### config.mk
export PLATFORM = sky130hd
export DESIGN_NAME = reg_file
export DESIGN_NICKNAME = d
export VERILOG_FILES = /design/src/hdl/exec_pkg.sv /design/src/hdl/reg_file.sv
export SDC_FILE = /design/constraint.sdc
export NUM_CORES = 2
export LEC_CHECK = 0
export BUFFER_PORTS_ARGS = -buffer_cell sky130_fd_sc_hd__buf_2
export CORE_MARGIN = 5
export CORE_UTILIZATION = 35
export DETAILED_ROUTE_END_ITERATION = 8
export PLACE_DENSITY_LB_ADDON = 0.15
export RECOVER_POWER = 25
export SETUP_SLACK_MARGIN = 0.4
export SLEW_MARGIN = 5
export SYNTH_ARGS = -nofsm -noshare
export SYNTH_HDL_FRONTEND = slang
export SYNTH_SLANG_ARGS = --single-unit
### constraint.sdc
create_clock -name clk -period 6.67 [get_ports clk]
set_input_delay 2.001 -clock clk [delete_from_list [all_inputs] [get_ports clk]]
set_output_delay 2.001 -clock clk [all_outputs]
set_load 0.02 [all_outputs]
### src/hdl/exec_pkg.sv
package exec_pkg;

    localparam int XLEN = 32;
    localparam int REG_IDX_W = 5;
    localparam int SHAMT_W = $clog2(XLEN);
    localparam int DIV_STEPS = XLEN;
    localparam int DIV_CNT_W = $clog2(DIV_STEPS + 1);

    typedef logic [XLEN-1:0] xlen_t;
    typedef logic [REG_IDX_W-1:0] reg_idx_t;

    typedef enum logic [4:0] {
        OP_ADD,
        OP_SUB,
        OP_AND,
        OP_OR,
        OP_XOR,
        OP_SLL,
        OP_SRL,
        OP_SRA,
        OP_SLT,
        OP_SLTU,
        OP_MUL,
        OP_MULH,
        OP_MULHU,
        OP_DIV,
        OP_DIVU,
        OP_REM,
        OP_REMU
    } exec_op_t;

    typedef enum logic [1:0] {
        UNIT_ALU,
        UNIT_MUL,
        UNIT_DIV
    } unit_t;

    // Which EX2 unit produces the result of an operation
    function automatic unit_t op_unit(exec_op_t op);
        unit_t unit;
        case (op)
            OP_MUL, OP_MULH, OP_MULHU: unit = UNIT_MUL;
            OP_DIV, OP_DIVU, OP_REM, OP_REMU: unit = UNIT_DIV;
            default: unit = UNIT_ALU;
        endcase
        return unit;
    endfunction

endpackage

### src/hdl/reg_file.sv
module reg_file (
    input  logic             clk,
    input  logic             resetn,

    input  exec_pkg::reg_idx_t i_ra_sel,
    input  exec_pkg::reg_idx_t i_rb_sel,
    output exec_pkg::xlen_t    o_ra_data,
    output exec_pkg::xlen_t    o_rb_data,

    input  logic               i_w_en,
    input  exec_pkg::reg_idx_t i_w_sel,
    input  exec_pkg::xlen_t    i_w_data
);

    exec_pkg::xlen_t regs [32];

    // x0 is hardwired
    assign o_ra_data = i_ra_sel == '0 ? '0 : regs[i_ra_sel];
    assign o_rb_data = i_rb_sel == '0 ? '0 : regs[i_rb_sel];

    always_ff @(posedge clk or negedge resetn) begin
        if (!resetn) begin
            for (int i = 0; i < 32; i++) begin
                regs[i] <= '0;
            end
        end
        else begin
            if (i_w_en && i_w_sel != '0) begin
                regs[i_w_sel] <= i_w_data;
            end
        end
    end

endmodule

# == Yosys cells after proc, flatten, opt, wreduce, memory -nomap -nowiden ==
# Cells that the tools add are included.
# op_classes
n_lt_le_gt_ge,4
reduce_logical,5
bitwise_logic,3
muxes,11
# op_table
op,n
$bwmux W1024,1
$bmux W32 S5,2
$mux W32,7
$demux W32 S5,1
$ge A6 B6 Y1 const B,3
$not A5 Y6,3
$logic_not A5 Y1,2
$lt A6 B1 Y1 const B,1
$reduce_bool A5 Y1,1
$logic_and A1 B1 Y1,2
# totals
register_bits,1024

# == Logic depth before layout (Yosys ltp) ==
# logic_depth
word_depth,6
depth_mapped,7
mapped_depth_nobuf,4

# == Worst setup path before layout ==
# OpenSTA, ideal clock, no wires.
# synth_path
path_type,input -> output
from,in i_ra_sel[0]
to,out o_ra_data[10]
arrival_time_ps,3602
stages,7
slack_ps,1067
cell_sequence,buf_4 -> buf_6 -> and2b_4 -> buf_6 -> a221oi_1 -> o21ai_0 -> a311oi_1
# synth_via
elab_chain_len,5
elab_cells_between_ends,6
cone_classes,4 x mux; 1 x bitwise; 1 x reduce/logical
# synth_lines
element,line_no,source
start: declaration,reg_file.sv:5,"input exec_pkg::reg_idx_t i_ra_sel,"
$not A5 Y6 (implied by the code),reg_file.sv:18,assign o_ra_data = i_ra_sel == '0 ? '0 : regs[i_ra_sel];
$bmux W32 S5,reg_file.sv:18,
$mux W32 (implied by the code) (2 in a row),reg_file.sv:18,
$mux W32 *,reg_file.sv:18,
end: declaration,reg_file.sv:7,"output exec_pkg::xlen_t o_ra_data,"
# Every way passes the cells marked *; elsewhere a longest branch is shown, timed or not. The select of a mux whose other input is x is not followed.

# == Final worst setup path ==
# Ends and elaborated chain as after synthesis.

==> flow_summary.yaml <==
clock_tree:
  cts.reportedPaths.clkPinSlew_ps: 60
  tritoncts: "built"
  cts_made_buffers: 114
  cts_root_buffer: "sky130_fd_sc_hd__clkbuf_16"
  clock_tree.buffer_depth: 3
  clock_latency_ps: 740
  cts.sink_count: 1024
  h-tree-depth: 3
placed_design:
  dp.final_hpwl_um: 123000
  routabilityCongestion: 0.794
  cell_count_after_placement: 5601
  postPlaceCellArea_um2: 58500
  io_buffer_count: 113
setup_path:
  r2r_slack_ps: 5860
  crit_slowest_cell: "sky130_fd_sc_hd__and2b_1"
  timing_worst_setup_path_type: "input pin to output port"
  worstPathCellList: "buf_6 > and2b_1 > a221oi_1 > o21ai_0 > a311oi_1 > buf_2"
  critPathCaptureType: "output port"
  cp-start-kind: "input pin"
  timing.critical_path.slowest_cell_delay_ps: 630
  critPathMaxFanout: 13
  worst-endpoint-required_ps: 4670
  critPathArrivalTime_ps: 4380
finish:
  syn2layout_area_growth_pct: 13.8
  layout_net_count: 3723
  layout_top_registers: "regs x1024"
  mostFrequentLayoutCell: "sky130_fd_sc_hd__dfrtp_1"
  layout.cells.most_common_list: "sky130_fd_sc_hd__dfrtp_1 (1,024), sky130_fd_sc_hd__mux2_2 (981), sky130_fd_sc_hd__mux4_2 (393), sky130_fd_sc_hd__buf_4 (195), sky130_fd_sc_hd__mux2i_1 (128)"
  finalNonFillerCells: 5823
  largest-register: "regs"
  post_route_cells_drive_above_1_share_pct: 52.6
  final_cell_area_um2: 62500
  fillerInstances: 14500
  max_ffs_per_register: 1024
sta:
  hold_viol: 0
  number_of_endpoints_failing_setup_at_the_final_stage: 0
  finalCritPeriodShare_pct: 95.7
  timing.final.max_slew_violations: 730
  max_slew.worst_pin.slew_ps: 2590
  setup_repair_after_global_routing_missed_its_margin: "yes"
  worst_slew_margin_rel_pct: -72.6
  maxClockFrequency_ghz: 0.157
  fin_tns_setup_ps: 0
  layout_min_cycle_time_ps: 6380
  clock_skew_after_layout_ps: 0
global_routing:
  grt_pass1_vias: 36600
  grt_max_degree: 138
  track_usage_pct: 24.3
  antenna_found_initial: 33
  grt_first_pass_wirelength_um: 286000
  grt-ovfl-total: 0
drt:
  totalWireLength_um: 201000
  via_count: 35400
  detail_route.first_pass.iterations: 5
  post-route-drc-count: 0
  detail_route.vias_per_cell: 6.08
  dr.first_iter.drc_count: 3035
  post_drt_wl_per_cell_um: 34.6
  drt.antenna.violating_nets: 0
die:
  core.rowCount: 145
  die_height_um: 406
  chipWidth_um: 406
  number_of_placed_i_o_pins: 114
  design.die.area_um2: 165000
  initial_utilization_pct: 35.2
  fp.coreArea_um2: 156000
logic_synthesis:
  ys.warnings.count: 0
  synth_top_area_cell: "sky130_fd_sc_hd__dfrtp_1"
  synth_top_cells_by_area: "sky130_fd_sc_hd__dfrtp_1 (47%), sky130_fd_sc_hd__mux2_2 (20%), sky130_fd_sc_hd__mux4_2 (16%), sky130_fd_sc_hd__mux4_1 (2.6%), sky130_fd_sc_hd__mux2i_1 (2.3%)"
  synth_edf_count: 0
  yosysSeqAreaShare_pct: 46.6
  synth_nets: 3663
  synth.avg_cell_area_um2: 15.2
  syn-cell-area_um2: 55000
  postSynthRegisterBits: 1024
  post_synth_inst_count: 3613
  post_synth_num_cell_types: 37
  ys_async_sr_fraction_pct: 100
  synth_top_area_share_pct: 46.6
  synthFlopType: "sky130_fd_sc_hd__dfrtp_1"
power_and_ir_drop:
  power.leakage_nw: 27.0
  power-per-cell-area_nw_per_um2: 297
  vdd_drop_max_v: 0.000222
  power.total_w: 0.0185
min_path:
  holdCritPathClass: "flop to flop"
status:
  failed_checks: "max-capacitance violations, max-slew violations"
  outcome: "complete, but fails checks"
flow_run:
  drv.max_cap_violation_count: 10
-- kinds of logic (layout without fill, tap and decap cells) --
| kind of cell | after synthesis | in the layout | synth area share (%) |
|---|---|---|---|
| mux | 1632 | 1632 | 42.7 |
| flops | 1024 | 1024 | 46.6 |
| buf+inv | 427 | 570 | 4.20 |
| compound gates | 369 | 369 | 4.82 |
| simple gates | 161 | 162 | 1.64 |
| other cells | 0 | 8 | 0 |
-- synthesized netlist by cell type (61+ instances only) --
master / number
sky130_fd_sc_hd__dfrtp_1: 1024
sky130_fd_sc_hd__mux2_2: 981
sky130_fd_sc_hd__mux4_2: 393
sky130_fd_sc_hd__clkbuf_1: 193
sky130_fd_sc_hd__mux2i_1: 128
sky130_fd_sc_hd__buf_2: 126
sky130_fd_sc_hd__mux2_1: 75
sky130_fd_sc_hd__buf_4: 68
sky130_fd_sc_hd__nor2b_1: 66
sky130_fd_sc_hd__a211oi_1: 64
sky130_fd_sc_hd__a22oi_1: 64
sky130_fd_sc_hd__a311oi_1: 64
sky130_fd_sc_hd__o21ai_1: 61
-- path summary, 6_finish.rpt --
kind,start,endpoint,depth (start not counted)
max,i_ra_sel[0],o_ra_data[10],6
min,regs[993]$_DFFE_PN0P_,regs[993]$_DFFE_PN0P_,0
max reg2reg,regs[628]$_DFFE_PN0P_,regs[628]$_DFFE_PN0P_,1
min reg2reg,regs[993]$_DFFE_PN0P_,regs[993]$_DFFE_PN0P_,0
max in group asynchronous,resetn,regs[723]$_DFFE_PN0P_,2
min in group asynchronous,resetn,regs[982]$_DFFE_PN0P_,1
-- critical path, delay by kind of cell --
family	cells	cell delay (ps)
compound gates	3	1210
buf+inv	2	500
simple gates	1	630
-- routing by layer --
metal / vias up / track usage (%) / part of all wire, %
met4: 12 / 6.70 / 3.1
met1: 19500 / 34.6 / 44
met2: 1305 / 37.4 / 46
li1: 14200 / - / -
met3: 339 / 5.79 / 7.3
met5: - / 0 / 0.040
-- where the power goes --
group	switching, W	internal (W)
Sequential	0.000867	0.00740
Clock	0.00272	0.00369
Combinational	0.00164	0.00224
Total	0.00522	0.0133
-- per-stage QoR --
stage / utilization (%) / hold WS (ps) / setup slack [ps]
after CTS: 39.9 / 397 / 379
after detailed placement: 37.4 / 382 / 17.2
final: 40.0 / 394 / 288
after global placement: 37.4 / 375 / 14.4
after global routing: 40.0 / 406 / 381
after floorplan: - / 436 / 1070
-- what timing repair did --
action                                  4_1_cts  5_1_grt
gates resized for setup                      28       11
pin swaps                                     0        1
buffers inserted                              0       10
endpoints found under the setup margin       37       27
gates cloned                                  1        3
hold buffers                                  0        0
-- area by class of cell --
type / instances / area (um^2) / share of cell area, %
multi-input combinational: 2163 / 27400 / 43.8
inverter: 2 / 12.5 / 0.0200
antenna: 8 / 20.0 / 0.0320
sequential: 1024 / 25600 / 41.0
tap: 2058 / 2570 / 4.12
timing repair buffer: 368 / 3170 / 5.06
clock inverter: 31 / 389 / 0.623
clock buffer: 169 / 3320 / 5.32
Note: power is estimated with default switching activity, not from simulation.
