$ cat src/hdl/exec_pkg.sv
package exec_pkg;

    localparam int XLEN = 32;
    localparam int REG_IDX_W = 5;
    localparam int SHAMT_W = $clog2(XLEN);
    localparam int DIV_STEPS = XLEN;
    localparam int DIV_CNT_W = $clog2(DIV_STEPS + 1);

    typedef logic [XLEN-1:0] xlen_t;
    typedef logic [REG_IDX_W-1:0] reg_idx_t;

    typedef enum logic [4:0] {
        OP_ADD,
        OP_SUB,
        OP_AND,
        OP_OR,
        OP_XOR,
        OP_SLL,
        OP_SRL,
        OP_SRA,
        OP_SLT,
        OP_SLTU,
        OP_MUL,
        OP_MULH,
        OP_MULHU,
        OP_DIV,
        OP_DIVU,
        OP_REM,
        OP_REMU
    } exec_op_t;

    typedef enum logic [1:0] {
        UNIT_ALU,
        UNIT_MUL,
        UNIT_DIV
    } unit_t;

    // Which EX2 unit produces the result of an operation
    function automatic unit_t op_unit(exec_op_t op);
        unit_t unit;
        case (op)
            OP_MUL, OP_MULH, OP_MULHU: unit = UNIT_MUL;
            OP_DIV, OP_DIVU, OP_REM, OP_REMU: unit = UNIT_DIV;
            default: unit = UNIT_ALU;
        endcase
        return unit;
    endfunction

endpackage

$ cat src/hdl/operand_bypass.sv
module operand_bypass (
    input  exec_pkg::reg_idx_t i_rs1,
    input  exec_pkg::reg_idx_t i_rs2,
    input  logic               i_use_imm,
    input  exec_pkg::xlen_t    i_imm,
    input  exec_pkg::xlen_t    i_rf_rs1,
    input  exec_pkg::xlen_t    i_rf_rs2,

    input  logic               i_ex1_rd_valid,
    input  logic               i_ex1_value_valid,
    input  exec_pkg::reg_idx_t i_ex1_rd,
    input  exec_pkg::xlen_t    i_ex1_value,

    input  logic               i_ex2_rd_valid,
    input  logic               i_ex2_value_valid,
    input  exec_pkg::reg_idx_t i_ex2_rd,
    input  exec_pkg::xlen_t    i_ex2_value,

    output exec_pkg::xlen_t    o_op_a,
    output exec_pkg::xlen_t    o_op_b,
    output logic               o_stall
);

    logic stall_a;
    logic stall_b;

    // EX2 checked first so that the younger EX1 result overrides it
    always_comb begin
        stall_a = 1'b0;
        o_op_a = i_rf_rs1;
        if (i_ex2_rd_valid && i_ex2_rd == i_rs1) begin
            if (i_ex2_value_valid) o_op_a = i_ex2_value;
            else stall_a = 1'b1;
        end
        if (i_ex1_rd_valid && i_ex1_rd == i_rs1) begin
            o_op_a = i_ex1_value;
            stall_a = !i_ex1_value_valid;
        end

        stall_b = 1'b0;
        o_op_b = i_rf_rs2;
        if (i_ex2_rd_valid && i_ex2_rd == i_rs2) begin
            if (i_ex2_value_valid) o_op_b = i_ex2_value;
            else stall_b = 1'b1;
        end
        if (i_ex1_rd_valid && i_ex1_rd == i_rs2) begin
            o_op_b = i_ex1_value;
            stall_b = !i_ex1_value_valid;
        end
        // Immediate replaces rs2 and removes its hazard
        if (i_use_imm) begin
            o_op_b = i_imm;
            stall_b = 1'b0;
        end
    end

    assign o_stall = stall_a || stall_b;

endmodule

$ cat config.mk
export PLATFORM = sky130hd
export DESIGN_NAME = operand_bypass
export DESIGN_NICKNAME = d
export VERILOG_FILES = /design/src/hdl/exec_pkg.sv /design/src/hdl/operand_bypass.sv
export SDC_FILE = /design/constraint.sdc
export NUM_CORES = 1
export LEC_CHECK = 0
export BUFFER_PORTS_ARGS = -buffer_cell sky130_fd_sc_hd__buf_4
export CORE_AREA = 3 3 97 99
export DETAILED_ROUTE_END_ITERATION = 16
export DIE_AREA = 0 0 100 102
export PLACE_DENSITY = 0.59
export SLEW_MARGIN = 30
export SYNTH_ARGS = -nofsm -noshare
export SYNTH_HDL_FRONTEND = slang
export SYNTH_SLANG_ARGS = --single-unit
$ cat constraint.sdc
create_clock -name vclk -period 2.6
set_input_delay 0.13 -clock vclk [all_inputs]
set_output_delay 0.13 -clock vclk [all_outputs]
set_load 0.05 [all_outputs]
Word level (Yosys, flattened, before mapping)
Cells that the tools add are included.
W data, S select, Z words.
{ "totals": {"regBits": 0, "wordCells": 23} }
{ "classes": {"eq_ne": 4, "n_mux": 13, "reduce_logical": 6} }
{ "op_table": {"columns": ["cell", "n"], "rows": [
  ["$mux W32", 7],
  ["$eq A5 B5 Y1", 4],
  ["$mux W1", 6],
  ["$logic_and A1 B1 Y1", 4],
  ["$logic_not A1 Y1", 1],
  ["$logic_or A1 B1 Y1", 1]
]} }

Longest topological paths before layout
{ "depth": {"depth_word": 6, "ltp_mapped": 7, "depth_no_buf": 5} }

Least setup slack after synthesis
OpenSTA, ideal clock, no wires.
{ "synth_timing": {"path_kind": "input-to-output", "from": "input i_ex2_rd[4]", "to": "output o_op_b[10]", "t_arrival_ns": 1.981, "t_required_ns": 2.470, "slack_ns": 0.489, "cell_stages": 7, "path_cell_list": "xor2_1 > nor4_2 > and4_1 > buf_6 > buf_8 > nand2_1 > a31oi_1"} }
{ "synth_via": {"elab_chain_len": 5} }
{ "synth_rtl": {"columns": ["element", "line_no", "source"], "rows": [
  ["start, declared", "operand_bypass.sv:16", "input exec_pkg::reg_idx_t i_ex2_rd,"],
  ["$eq A5 B5 Y1", "operand_bypass.sv:42", "if (i_ex2_rd_valid && i_ex2_rd == i_rs2) begin"],
  ["$logic_and A1 B1 Y1", "operand_bypass.sv:42", null],
  ["$mux W32", "operand_bypass.sv:42", null],
  ["$mux W32", "operand_bypass.sv:46", "if (i_ex1_rd_valid && i_ex1_rd == i_rs2) begin"],
  ["$mux W32", "operand_bypass.sv:51", "if (i_use_imm) begin"],
  ["end, declared", "operand_bypass.sv:20", "output exec_pkg::xlen_t o_op_b,"]
]} }
No other way between the ends.

Worst setup path in the final report
{ "layout_timing": {"from": "input i_ex1_rd[3]", "to": "output o_op_b[29]"} }
{ "layout_via": {"elab_chain_len": 4} }
{ "layout_rtl": {"columns": ["element", "line_no", "source"], "rows": [
  ["start, declared", "operand_bypass.sv:11", "input exec_pkg::reg_idx_t i_ex1_rd,"],
  ["$eq A5 B5 Y1", "operand_bypass.sv:46", null],
  ["$logic_and A1 B1 Y1", "operand_bypass.sv:46", null],
  ["$mux W32", "operand_bypass.sv:46", null],
  ["$mux W32", "operand_bypass.sv:51", null]
]} }
No other way between the ends.

==> results.txt <==
For this run, the post-layout net count is 742. The routed design could run at a clock period as short as 1.93 ns. Number of hold buffers added after cts: 0. The period utilization was 0.742; the count of synthesis-stage warnings from yosys was 0. The count of nets left with antenna violations once routing finished came out at 0.

Number of setup violations in the final report: 0. Counting every net in the synthesized netlist gives 508. In the finished design the tool counted flip-flops and latches totalling 0. At the worst endpoint, the required time is 2.47 ns.

The fraction of final layout cells sized beyond drive strength 1 was 0.483. The average detailed-routed wire length per instance was 16.5 µm; the pin count of the biggest net entering global routing was 67. Once the clock tree was built, the setup fixing pass inserted 0 buffers. The tools report the final weighted congestion of routability-driven global placement as 0.900. The critical path contains buffers and inverters numbering 4 combined. The critical path startpoint category is a primary input.

The total area inside the core boundary comes to 0.00864 mm². The total overflow left after global routing is 0. The starting density of the core was 0.197. The die outline width works out to 100 µm.

Sorting the synthesized cells by area gives the leading types as nand2_1 (28%), a31oi_1 (24%), o22ai_1 (12%). IR analysis of the VDD net gives a maximum drop of 77.7 µV. The relative slew slack was 0.584. Compared with the post-synthesis result, the final layout area differs by 113%. Summing all non-filler instances in the final layout gives an area of 0.00362 mm². For this run, the number of standard cells in the final layout without fillers is 663. The number of instances on the worst hold path was 3. Summed over all cells, the static leakage comes to 1.86 nW. The area taken by flip-flops and latches came out at 0 µm². Averaged over all synthesized cells, the footprint is 5.26 µm².

On the critical path the largest part of the delay comes from buffers and inverters. The tools report the via count as 3286. The number of pins with negative max-slew slack in the final report is 0, and the max capacitance violation total is 0. The number of instances in the synthesized netlist is 323, and the wire length reported by the detailed router is 10.9 mm. The instance count after placement with tap cells included is 663, and the half-perimeter wire length of the detailed placement result is 8.74 mm. Sorting the synthesized cells by how often they occur yields nand2_1 (128), a31oi_1 (65), nor2_1 (32), o22ai_1 (32), clkbuf_1 (18). The worst path meets setup with 0.672 ns of slack.

The transition at the pin with the smallest max-transition slack was 0.624 ns. By instance count, the leading cell after synthesis is nand2_1. The number of different library cells used by synthesis comes to 20. The run gives 3308 as the number of global-route vias before repair. Walking the worst path, the cells encountered are buf_4, xor2_1, nor4_1, buf_4, nand4_1, buf_4, o22ai_1, a31oi_1, buf_4.

The highest clock rate is 519 MHz. On the worst path, the slowest cell contributes a delay of 0.31 ns. The tools report the number of iterations in the first detailed-routing pass as 4. The tools report the initial antenna violation count as 0.

The area share of the largest cell type after synthesis was 0.283; the worst slack at placement was 0.676 ns. The number of core rows is 34. Setup repair after global routing left no endpoint under its margin. For the final sum of negative setup slack, the log shows 0 ns. Data on the critical path arrives at its endpoint at 1.80 ns.

Hold violation total from the final report: 0. The tools report the destination of the worst hold path as o_stall. Fill cells in the final layout number 943. The count of buffers added on input and output ports is 250.

The tools report the start point of the worst hold path as i_ex2_value_valid. Top cell type by total area after synthesis: nand2_1. The most numerous cell type found on the critical path is buf_4. Using the TritonRoute via totals, the vias-per-cell ratio works out to 4.96. The standard cell with the maximum stage delay on the critical path is nor4_1. The run finished with clean final reports. Along the worst path, the maximum fanout reaches 33. Power spread over the standard cell area amounts to 232 mW/mm². Pin placement for this block handled 250 I/O pins.

The global-route usage over all layers came out at 0.191. Critical path endpoint category: an output port. The cell area that synthesis handed to floorplanning was 0.00170 mm². In the routed design, unresolved DRC markers number 0. Global-route wire length before repair: 16.1 mm.

The tools report the floorplan die area as 0.0102 mm². The category of the critical setup timing path was primary input to output port. For this block, the initial DRC count from the detailed router was 102.

After detailed placement, the total cell area comes to 0.00362 mm². The number of antenna diodes in the final layout is 0. The sequential element share of the synthesized area came out at 0. The tightest min-delay check is of the primary input to output port type. The height of the chip works out to 102 µm.

The clock buffers instantiated in the layout total 0. Post-CTS repair changed the size of 0 cells. The worst hold slack across all endpoints is 0.647 ns.
==> per-stage QoR <==
step / power, mW / util
floorplan: 0.435 / -
global placement: 0.834 / 0.419
detailed placement: 0.840 / 0.419
CTS: 0.841 / 0.419
global route: 0.886 / 0.419
finish: 0.839 / 0.419
==> kinds of logic after synthesis <==
group / after synthesis / synth area share
AOI/OAI and AO/OA: 100 / 0.369
xor gates and xnor gates: 20 / 0.103
buffers and inverters: 31 / 0.120
and+or+nand+nor: 172 / 0.408
==> how the worst max path moves through the flow <==
stage                startpoint          to  depth (start not counted)
CTS                    i_rs1[4]  o_op_a[14]                          8
detailed placement     i_rs1[4]  o_op_a[14]                          8
global route           i_rs1[4]  o_op_a[14]                          8
global placement    i_ex1_rd[2]     o_stall                          9
floorplan           i_ex2_rd[4]  o_op_b[10]                          7
finish              i_ex1_rd[3]  o_op_b[29]                          9
==> cell usage in the layout (no fill, tap or decap) <==
cell type,n
a21o_1,1
a22oi_1,1
a31oi_1,64
a31oi_4,1
and3_2,2
and4_1,2
buf_4,262
inv_1,1
nand2_1,128
nand3_2,1
nand4_1,3
nor2_1,32
nor4_1,2
nor4_2,2
o21ai_0,1
o22ai_1,32
xnor2_1,4
xor2_1,16
==> report_power, final <==
part           internal, mW  switching [mW]  total, mW
Sequential                0               0          0
Combinational         0.350           0.489      0.839
Clock                     0               0          0
==> area by class of cell <==
cell class                 count  area [µm²]  share of cell area
inverter                       1        3.75             0.00104
multi-input combinational    292        1520               0.419
tap                          108         135              0.0373
timing repair buffer         262        1970               0.543
==> routing by layer <==
layer | vias to the layer above | track usage | routed length, µm
met5 | - | 0 | 0
met2 | 165 | 0.370 | 5740
met4 | 0 | 0.0446 | 197
met1 | 1483 | 0.217 | 3970
met3 | 16 | 0.0328 | 1020
li1 | 1622 | - | -
Note: power is estimated with default switching activity, not from simulation.
