## src/hdl/exec_pkg.sv

```systemverilog
package exec_pkg;

    localparam int XLEN = 32;
    localparam int REG_IDX_W = 5;
    localparam int SHAMT_W = $clog2(XLEN);
    localparam int DIV_STEPS = XLEN;
    localparam int DIV_CNT_W = $clog2(DIV_STEPS + 1);

    typedef logic [XLEN-1:0] xlen_t;
    typedef logic [REG_IDX_W-1:0] reg_idx_t;

    typedef enum logic [4:0] {
        OP_ADD,
        OP_SUB,
        OP_AND,
        OP_OR,
        OP_XOR,
        OP_SLL,
        OP_SRL,
        OP_SRA,
        OP_SLT,
        OP_SLTU,
        OP_MUL,
        OP_MULH,
        OP_MULHU,
        OP_DIV,
        OP_DIVU,
        OP_REM,
        OP_REMU
    } exec_op_t;

    typedef enum logic [1:0] {
        UNIT_ALU,
        UNIT_MUL,
        UNIT_DIV
    } unit_t;

    // Which EX2 unit produces the result of an operation
    function automatic unit_t op_unit(exec_op_t op);
        unit_t unit;
        case (op)
            OP_MUL, OP_MULH, OP_MULHU: unit = UNIT_MUL;
            OP_DIV, OP_DIVU, OP_REM, OP_REMU: unit = UNIT_DIV;
            default: unit = UNIT_ALU;
        endcase
        return unit;
    endfunction

endpackage

```

## src/hdl/div_unit.sv

```systemverilog
module div_unit (
    input  logic               clk,
    input  logic               resetn,

    input  logic               i_valid,
    input  exec_pkg::exec_op_t i_op,
    input  exec_pkg::xlen_t    i_op_a,
    input  exec_pkg::xlen_t    i_op_b,

    output logic               o_valid,
    output exec_pkg::xlen_t    o_value
);

    logic is_signed;
    logic neg_a;
    logic neg_b;

    logic busy;
    logic [exec_pkg::DIV_CNT_W-1:0] cnt;
    exec_pkg::xlen_t divisor;
    exec_pkg::xlen_t quo;
    exec_pkg::xlen_t rem;
    logic use_rem;
    logic neg_quo;
    logic neg_rem;
    logic div_zero;

    logic [exec_pkg::XLEN:0] rem_shift;
    logic [exec_pkg::XLEN:0] diff;
    exec_pkg::xlen_t quo_fix;
    exec_pkg::xlen_t rem_fix;
    logic last_step;

    assign is_signed = i_op == exec_pkg::OP_DIV || i_op == exec_pkg::OP_REM;
    assign neg_a = is_signed && i_op_a[exec_pkg::XLEN-1];
    assign neg_b = is_signed && i_op_b[exec_pkg::XLEN-1];

    // Dividend bits shift into the partial remainder from the quotient register
    assign rem_shift = {rem, quo[exec_pkg::XLEN-1]};
    assign diff = rem_shift - {1'b0, divisor};
    assign last_step = cnt == exec_pkg::DIV_CNT_W'(exec_pkg::DIV_STEPS);

    // Magnitude math already yields the overflow result and only x/0 needs a fixup
    assign quo_fix = div_zero ? '1 : (neg_quo ? -quo : quo);
    assign rem_fix = neg_rem ? -rem : rem;

    always_ff @(posedge clk or negedge resetn) begin
        if (!resetn) begin
            busy <= 1'b0;
            cnt <= '0;
            o_valid <= 1'b0;
        end
        else begin
            o_valid <= 1'b0;
            if (i_valid) begin
                busy <= 1'b1;
                cnt <= '0;
            end
            else if (busy) begin
                if (last_step) begin
                    busy <= 1'b0;
                    o_valid <= 1'b1;
                end
                else begin
                    cnt <= cnt + 1'b1;
                end
            end
        end
    end

    always_ff @(posedge clk) begin
        if (i_valid) begin
            divisor <= neg_b ? -i_op_b : i_op_b;
            quo <= neg_a ? -i_op_a : i_op_a;
            rem <= '0;
            use_rem <= i_op == exec_pkg::OP_REM || i_op == exec_pkg::OP_REMU;
            neg_quo <= neg_a ^ neg_b;
            neg_rem <= neg_a;
            div_zero <= i_op_b == '0;
        end
        else if (busy && !last_step) begin
            rem <= diff[exec_pkg::XLEN] ? rem_shift[exec_pkg::XLEN-1:0]
                                        : diff[exec_pkg::XLEN-1:0];
            quo <= {quo[exec_pkg::XLEN-2:0], ~diff[exec_pkg::XLEN]};
        end
        if (busy && last_step) begin
            o_value <= use_rem ? rem_fix : quo_fix;
        end
    end

    a_no_restart: assert property (@(posedge clk) disable iff (!resetn)
        i_valid |-> !busy);

endmodule

```

## src/hdl/mul_unit.sv

```systemverilog
module mul_unit (
    input  logic               clk,
    input  logic               resetn,

    input  logic               i_valid,
    input  exec_pkg::exec_op_t i_op,
    input  exec_pkg::xlen_t    i_op_a,
    input  exec_pkg::xlen_t    i_op_b,

    output logic               o_valid,
    output exec_pkg::xlen_t    o_value
);

    logic s1_valid;
    exec_pkg::xlen_t s1_a;
    exec_pkg::xlen_t s1_b;
    logic s1_signed;
    logic s1_high;

    logic s2_high;
    logic [2*exec_pkg::XLEN-1:0] s2_prod;

    logic signed [exec_pkg::XLEN:0] ext_a;
    logic signed [exec_pkg::XLEN:0] ext_b;
    logic signed [2*exec_pkg::XLEN+1:0] full_prod;

    // One extra bit lets a single signed multiply cover both forms
    assign ext_a = {s1_signed & s1_a[exec_pkg::XLEN-1], s1_a};
    assign ext_b = {s1_signed & s1_b[exec_pkg::XLEN-1], s1_b};
    assign full_prod = ext_a * ext_b;

    always_ff @(posedge clk or negedge resetn) begin
        if (!resetn) begin
            s1_valid <= 1'b0;
            o_valid <= 1'b0;
        end
        else begin
            s1_valid <= i_valid;
            o_valid <= s1_valid;
        end
    end

    always_ff @(posedge clk) begin
        s1_a <= i_op_a;
        s1_b <= i_op_b;
        s1_signed <= i_op == exec_pkg::OP_MULH;
        s1_high <= i_op != exec_pkg::OP_MUL;
        s2_prod <= full_prod[2*exec_pkg::XLEN-1:0];
        s2_high <= s1_high;
    end

    assign o_value = s2_high ? s2_prod[2*exec_pkg::XLEN-1:exec_pkg::XLEN]
                             : s2_prod[exec_pkg::XLEN-1:0];

endmodule

```

## src/hdl/stage_ex2.sv

```systemverilog
module stage_ex2 (
    input  logic               clk,
    input  logic               resetn,

    input  logic               i_valid,
    input  exec_pkg::exec_op_t i_op,
    input  exec_pkg::reg_idx_t i_rd,
    input  exec_pkg::xlen_t    i_op_a,
    input  exec_pkg::xlen_t    i_op_b,
    input  exec_pkg::xlen_t    i_alu_value,
    output logic               o_ready,

    output logic               o_rd_valid,
    output exec_pkg::reg_idx_t o_rd,

    output logic               o_wb_valid,
    output exec_pkg::reg_idx_t o_wb_rd,
    output exec_pkg::xlen_t    o_wb_data
);

    logic busy;
    logic handover;
    exec_pkg::unit_t in_unit;
    exec_pkg::unit_t unit_sel;
    exec_pkg::reg_idx_t rd_q;

    logic alu_valid;
    exec_pkg::xlen_t alu_data;
    logic mul_valid;
    exec_pkg::xlen_t mul_data;
    logic div_valid;
    exec_pkg::xlen_t div_data;

    assign o_ready = !busy || o_wb_valid;
    assign handover = i_valid && o_ready;
    assign in_unit = exec_pkg::op_unit(i_op);

    mul_unit u_mul_unit (
        .clk     (clk),
        .resetn  (resetn),
        .i_valid (handover && in_unit == exec_pkg::UNIT_MUL),
        .i_op    (i_op),
        .i_op_a  (i_op_a),
        .i_op_b  (i_op_b),
        .o_valid (mul_valid),
        .o_value (mul_data)
    );

    div_unit u_div_unit (
        .clk     (clk),
        .resetn  (resetn),
        .i_valid (handover && in_unit == exec_pkg::UNIT_DIV),
        .i_op    (i_op),
        .i_op_a  (i_op_a),
        .i_op_b  (i_op_b),
        .o_valid (div_valid),
        .o_value (div_data)
    );

    always_comb begin
        case (unit_sel)
            exec_pkg::UNIT_MUL: begin
                o_wb_valid = mul_valid;
                o_wb_data = mul_data;
            end
            exec_pkg::UNIT_DIV: begin
                o_wb_valid = div_valid;
                o_wb_data = div_data;
            end
            default: begin
                o_wb_valid = alu_valid;
                o_wb_data = alu_data;
            end
        endcase
    end

    always_ff @(posedge clk or negedge resetn) begin
        if (!resetn) begin
            busy <= 1'b0;
            unit_sel <= exec_pkg::UNIT_ALU;
            alu_valid <= 1'b0;
            rd_q <= '0;
        end
        else if (handover) begin
            busy <= 1'b1;
            unit_sel <= in_unit;
            alu_valid <= in_unit == exec_pkg::UNIT_ALU;
            rd_q <= i_rd;
        end
        else if (o_wb_valid) begin
            busy <= 1'b0;
            alu_valid <= 1'b0;
        end
    end

    always_ff @(posedge clk) begin
        if (handover) alu_data <= i_alu_value;
    end

    assign o_rd_valid = busy && rd_q != '0;
    assign o_rd = rd_q;
    assign o_wb_rd = rd_q;

    // A unit result with nothing in EX2 would commit a phantom op
    a_wb_busy: assert property (@(posedge clk) disable iff (!resetn)
        o_wb_valid |-> busy);

endmodule

```

## config.mk

```make
export PLATFORM = sky130hd
export DESIGN_NAME = stage_ex2
export DESIGN_NICKNAME = d
export VERILOG_FILES = /design/src/hdl/exec_pkg.sv /design/src/hdl/div_unit.sv /design/src/hdl/mul_unit.sv /design/src/hdl/stage_ex2.sv
export SDC_FILE = /design/constraint.sdc
export NUM_CORES = 2
export LEC_CHECK = 0
export BUFFER_PORTS_ARGS = -buffer_cell sky130_fd_sc_hd__buf_2
export CAP_MARGIN = 20
export CORE_MARGIN = 10
export CORE_UTILIZATION = 46
export DETAILED_ROUTE_END_ITERATION = 6
export PLACE_DENSITY = 0.65
export SLEW_MARGIN = 20
export SYNTH_ARGS = -nofsm -noshare
export SYNTH_HDL_FRONTEND = slang
export SYNTH_HIERARCHICAL = 1
export SYNTH_SLANG_ARGS = --single-unit
```

## constraint.sdc

```tcl
create_clock -name clk -period 8.3 [get_ports clk]
set_input_delay 0.83 -clock clk [delete_from_list [all_inputs] [get_ports clk]]
set_output_delay 0.83 -clock clk [all_outputs]
set_load 0.005 [all_outputs]
```

# Yosys cells after proc, flatten, opt, wreduce, memory -nomap -nowiden
# Index checks and enable logic that the tools add are counted.
[totals] elab_cells=96 ff_bits=314 in_bits=109 output_inout_bits=45
[classes] reduce_logical=22 n_bitwise=4 addsub=6 eq_ne=14 muxes=25 multipliers=1
[ops] cell="$mux 32" n=10
[ops] cell="$neg 32->32" n=4
[ops] cell="$mul 33x33->64" n=1
[ops] cell="$pmux 32 s2" n=1
[ops] cell="$sub 33x32->33" n=1
[ops] cell="$logic_not 32->1" n=1
[ops] cell="$eq 5x4->1 const B" n=6
[ops] cell="$mux 6" n=3
[ops] cell="$mux 1" n=9
[ops] cell="$logic_and 1x1->1" n=8
[ops] cell="$add 6x1->6 const B" n=1
[ops] cell="$eq 6x6->1 const B" n=1
[ops] cell="$reduce_bool 2->1" n=3
[ops] cell="$eq 5x5->1 const B" n=1
[ops] cell="$ne 5x4->1 const B" n=1
[ops] cell="$reduce_bool 5->1" n=1
[ops] cell="$eq 2x1->1 const B" n=2
[ops] cell="$eq 2x2->1 const B" n=2
[ops] cell="$pmux 2 s2" n=1
[ops] cell="$reduce_or 4->1" n=1
[ops] cell="$logic_or 1x1->1" n=3
[ops] cell="$reduce_or 3->1" n=1
[ops] cell="$and 1x1->1" n=2
[ops] cell="$logic_not 1->1" n=2
[ops] cell="other kinds (6)" n=6

# Depth between registers and ports, before layout
[logic_depth] word_depth=7 mapped_depth=31

# Cells and area by module
# Netlist, hierarchy kept.
[by_module_without_submodules] module="mul_unit" instances=1 area_per_inst_um2=40694.0 cells_per_inst=4294 seq_area_each_um2=2672.6
[by_module_without_submodules] module="div_unit" instances=1 area_per_inst_um2=10018.4 cells_per_inst=1109 seq_area_each_um2=3843.7
[by_module_without_submodules] module="stage_ex2" instances=1 area_per_inst_um2=2098.3 cells_per_inst=196 seq_area_each_um2=1186.1

# Least setup slack after synthesis
# Ideal clock, no wire load.
[synth_path] path_kind="flip-flop to flip-flop" start="register u_mul_unit.s1_signed" end="register u_mul_unit/s2_prod[60] (netlist bit)" arrival_time_ns=7.893 path_stages_with_launch=27 t_required_ns=8.176 path_slack_ns=0.283 period_less_slack_ns=8.017 path_cell_list="dfxtp_1 clkbuf_1 and2_1 clkbuf_1 nand2_1 inv_1 fa_1 fa_1 fa_1 inv_1 fa_1 inv_1 fa_1 fa_1 inv_1 fa_1 inv_1 fa_1 ha_1 clkbuf_1 a21o_1 a31o_1 a211oi_1 o41ai_2 a31oi_1 o21bai_1 xor2_1"
[synth_via] elab_chain_cells=2 elab_cells_between_ends=3 classes_between="mul (1); bitwise (2)"
[synth_rtl] element="start, declared" line="mul_unit.sv:17" rtl="logic s1_signed;"
[synth_rtl] element="start signal, assigned" line="mul_unit.sv:46" rtl="s1_signed <= i_op == exec_pkg::OP_MULH;"
[synth_rtl] element="$and 1x1->1, on equally long branches" line="mul_unit.sv:28, mul_unit.sv:29"
[synth_rtl] element="$mul 33x33->64 (*)" line="mul_unit.sv:30" rtl="assign full_prod = ext_a * ext_b;"
[synth_rtl] element="via u_mul_unit.full_prod (one bit)" line="mul_unit.sv:25" rtl="logic signed [2*exec_pkg::XLEN+1:0] full_prod;"
[synth_rtl] element="end signal, assigned" line="mul_unit.sv:48" rtl="s2_prod <= full_prod[2*exec_pkg::XLEN-1:0];"
[synth_rtl] element="end, declared" line="mul_unit.sv:21" rtl="logic [2*exec_pkg::XLEN-1:0] s2_prod;"
# Mark *: on every way through the listed nets, which the timed path passes. The rest lies on a longest branch.
# A chain may end at the register's enable or synchronous reset.

# Final worst setup path
[layout_path] start="register u_mul_unit.s1_a[22]" end="register u_mul_unit/s2_prod[63] (netlist bit)"
[layout_via] elab_chain_cells=1
[layout_rtl] element="start, declared" line="mul_unit.sv:15" rtl="exec_pkg::xlen_t s1_a;"
[layout_rtl] element="start signal, assigned" line="mul_unit.sv:44" rtl="s1_a <= i_op_a;"
[layout_rtl] element="$mul 33x33->64" line="mul_unit.sv:30"
[layout_rtl] element="via u_mul_unit.full_prod (one bit)" line="mul_unit.sv:25"
# The timed path passes the listed nets, and every way through them passes these cells.

==> reports/results.ini <==
[synthesis]
async_reset_ff_share_pct=6.051
synth_common_cells=1165 x inv_1, 1126 x fa_1, 864 x nand2_1
syn_area_per_cell_um2=9.432
syn_nets=7086
yosysWarnings=6
synth_cells=5599
yosysMostFrequentCell=inv_1
yosysTopAreaCell=fa_1
synth_edf_count=132
synthFlopType=dfxtp_1
seq_area_frac_synth_pct=14.58
ys_seq_elements=314
synth_cell_types=87
synthTopCellsByArea=fa_1 43%, inv_1 8.3%, edfxtp_1 7.5%
syn_area_um2=52810
yosysTopAreaCellShare_pct=42.68

[floorplanning]
initial_core_util_pct=46.25
rows=124
core_area_um2=114200
io_pins=154
die-height_um=358.8
die_area_um2=128800
die_w_um=358.8

[clock_network]
htree_num_levels=2
clock-sinks=314
cts_buffer_depth=3
cts_tree=yes
cts_buffers=38
cts-root-buf=clkbuf_16
insertion_delay_ps=580
path_clk_slew_ps=60
ctsHoldBuffers=0

[critical_path]
crit_path_start_kind=flop
crit_required_ps=8740
arrival_ps=8450
crit_type=reg -> reg
timing.rr.start=u_mul_unit/s1_a[22]
cp-end-kind=flop
critPathMaxFanout=12
critPathLaunch=u_mul_unit/s1_a[22]
r2r_slack_ps=290

[global_routing]
grt_max_degree=73
grt_pass1_wl_mm=242.7
gr-usage-all-layers_pct=23.84
antenna_found_initial=32
grt_pass1_vias=41890
overflow=0

[finish]
fin_util_pct=50.39
drive_above_1_share_pct=8.684
design_area_um2=57540
nets=7181
area_growth_syn_to_layout_pct=8.946
nFillCells=10690

[placement]
dpl_cell_area_um2=56220
pre_cts_slack_ps=-59.62
place_congestion=0.9295
io_buffers=153
dp_hpwl_mm=125.0

[drt]
firstDrtPassIters=6
wl_per_cell_um=21.00
routed_wirelength_mm=152.1
drtIter0Drc=2746
viasPerCell=5.351
vias=38760
drc=0
ant_nets=0

[timing]
layout_setup_ws_ps=288.9
worstMarginPinSlew_ps=975.6
slew_headroom_pct=34.96
final.period_utilization_pct=96.52
timing.fmax_mhz=124.8
min_period_ps=8011
maxSlewViolCount=0
fin_worst_skew_ps=44.33
setup_violations=0
hold_violations=0
worst_hold_slack_ps=200.1

[run_status]
status=completed

[job]
cap_viol_max_count=0

[hold_path]
hold_path_class=in -> async

layout make-up:
| class | instances | area [µm²] | area share, % |
|---|---|---|---|
| clock inverter | 24 | 197.7 | 0.3436 |
| antenna | 9 | 22.52 | 0.03914 |
| tap | 1512 | 1892 | 3.288 |
| timing repair buffer | 348 | 2720 | 4.728 |
| inverter | 1166 | 4382 | 7.616 |
| clock buffer | 45 | 987.2 | 1.716 |
| multi-input combinational | 3826 | 39620 | 68.86 |
| sequential | 314 | 7714 | 13.41 |
metal layers:
metal,global-route usage (%),vias up,part of all wire [%]
met5,0,-,0.16
met4,7.113,38,3.1
met3,4.657,289,8.2
met2,39.33,1328,47
met1,31.56,19930,41
li1,-,17180,-
path summary, 6_finish.rpt:
path,to,cells past startpoint
hold reg to reg,u_mul_unit/s2_high,0
setup reg to reg,u_mul_unit/s2_prod[63],25
setup / recovery,u_mul_unit/s2_prod[63],25
max in group asynchronous,u_div_unit/cnt[5],1
hold / removal,o_rd[0],1
min in group clk,u_mul_unit/s2_high,0
cells by family after synthesis:
kind of cell | share of synthesized area [%]
multiplexers | 1.154
buffers and inverters | 10.54
XOR/XNOR | 3.682
AO/OA/AOI/OAI | 6.757
AND/OR/NAND/NOR | 14.63
flip-flops | 14.58
adder cells (fa/ha/maj) | 48.65
flip-flops by register name, summed over array words and instances (netlist names), 2 cells and up:
name / count
u_div_unit/quo: 32
u_div_unit/cnt: 6
u_mul_unit/s2_prod: 64
u_div_unit/divisor: 32
o_rd: 5
u_div_unit/o_value: 32
u_mul_unit/s1_a: 32
alu_data: 32
unit_sel: 2
u_mul_unit/s1_b: 32
u_div_unit/rem: 32
metrics by stage:
step / instances / TNS (ps)
finish: 7244 / 0
detailed placement: 7163 / -109.8
global placement: 7163 / -119.8
floorplan: 5599 / 0
CTS: 7232 / 0
global route: 7239 / -16.36
timing repair:
item | 4_1_cts | 5_1_grt
gates resized for setup | 1 | 18
buffers inserted | 0 | 2
gates cloned | 0 | 0
endpoints found under the setup margin | 6 | 11
cell usage in the layout (no fill, tap or decap), drive strengths merged, types with 24 or more instances in the layout:
cell       n
buf      348
nor3      36
inv     1168
clkbuf    45
a21o      43
xnor2    111
nor2     128
and2     363
o31ai     24
fa      1126
nand3     60
a21oi    139
o21ai    133
nand2    864
mux2      39
ha       252
xor2     111
dfxtp    163
a22oi     65
edfxtp   132
and3      33
critical path, cell delays in order, from the launching register on:
cell and delay (ps):
dfxtp_1 490, buf_4 250, buf_4 250, nand2_1 100
fa_1 490, fa_1 590, inv_1 70, fa_1 450
fa_1 520, fa_1 600, fa_1 440, fa_1 490
inv_1 50, fa_1 560, inv_1 60, ha_1 300
a21oi_1 160, o21ai_0 170, a221o_1 380, a221o_1 370
a21oi_1 190, a31o_2 270, o211ai_1 130, a31oi_1 240
o21ai_1 120, xnor2_1 130
Power is not shown: default switching activity piles up to over one toggle a cycle in this logic, so the estimate is an artifact.
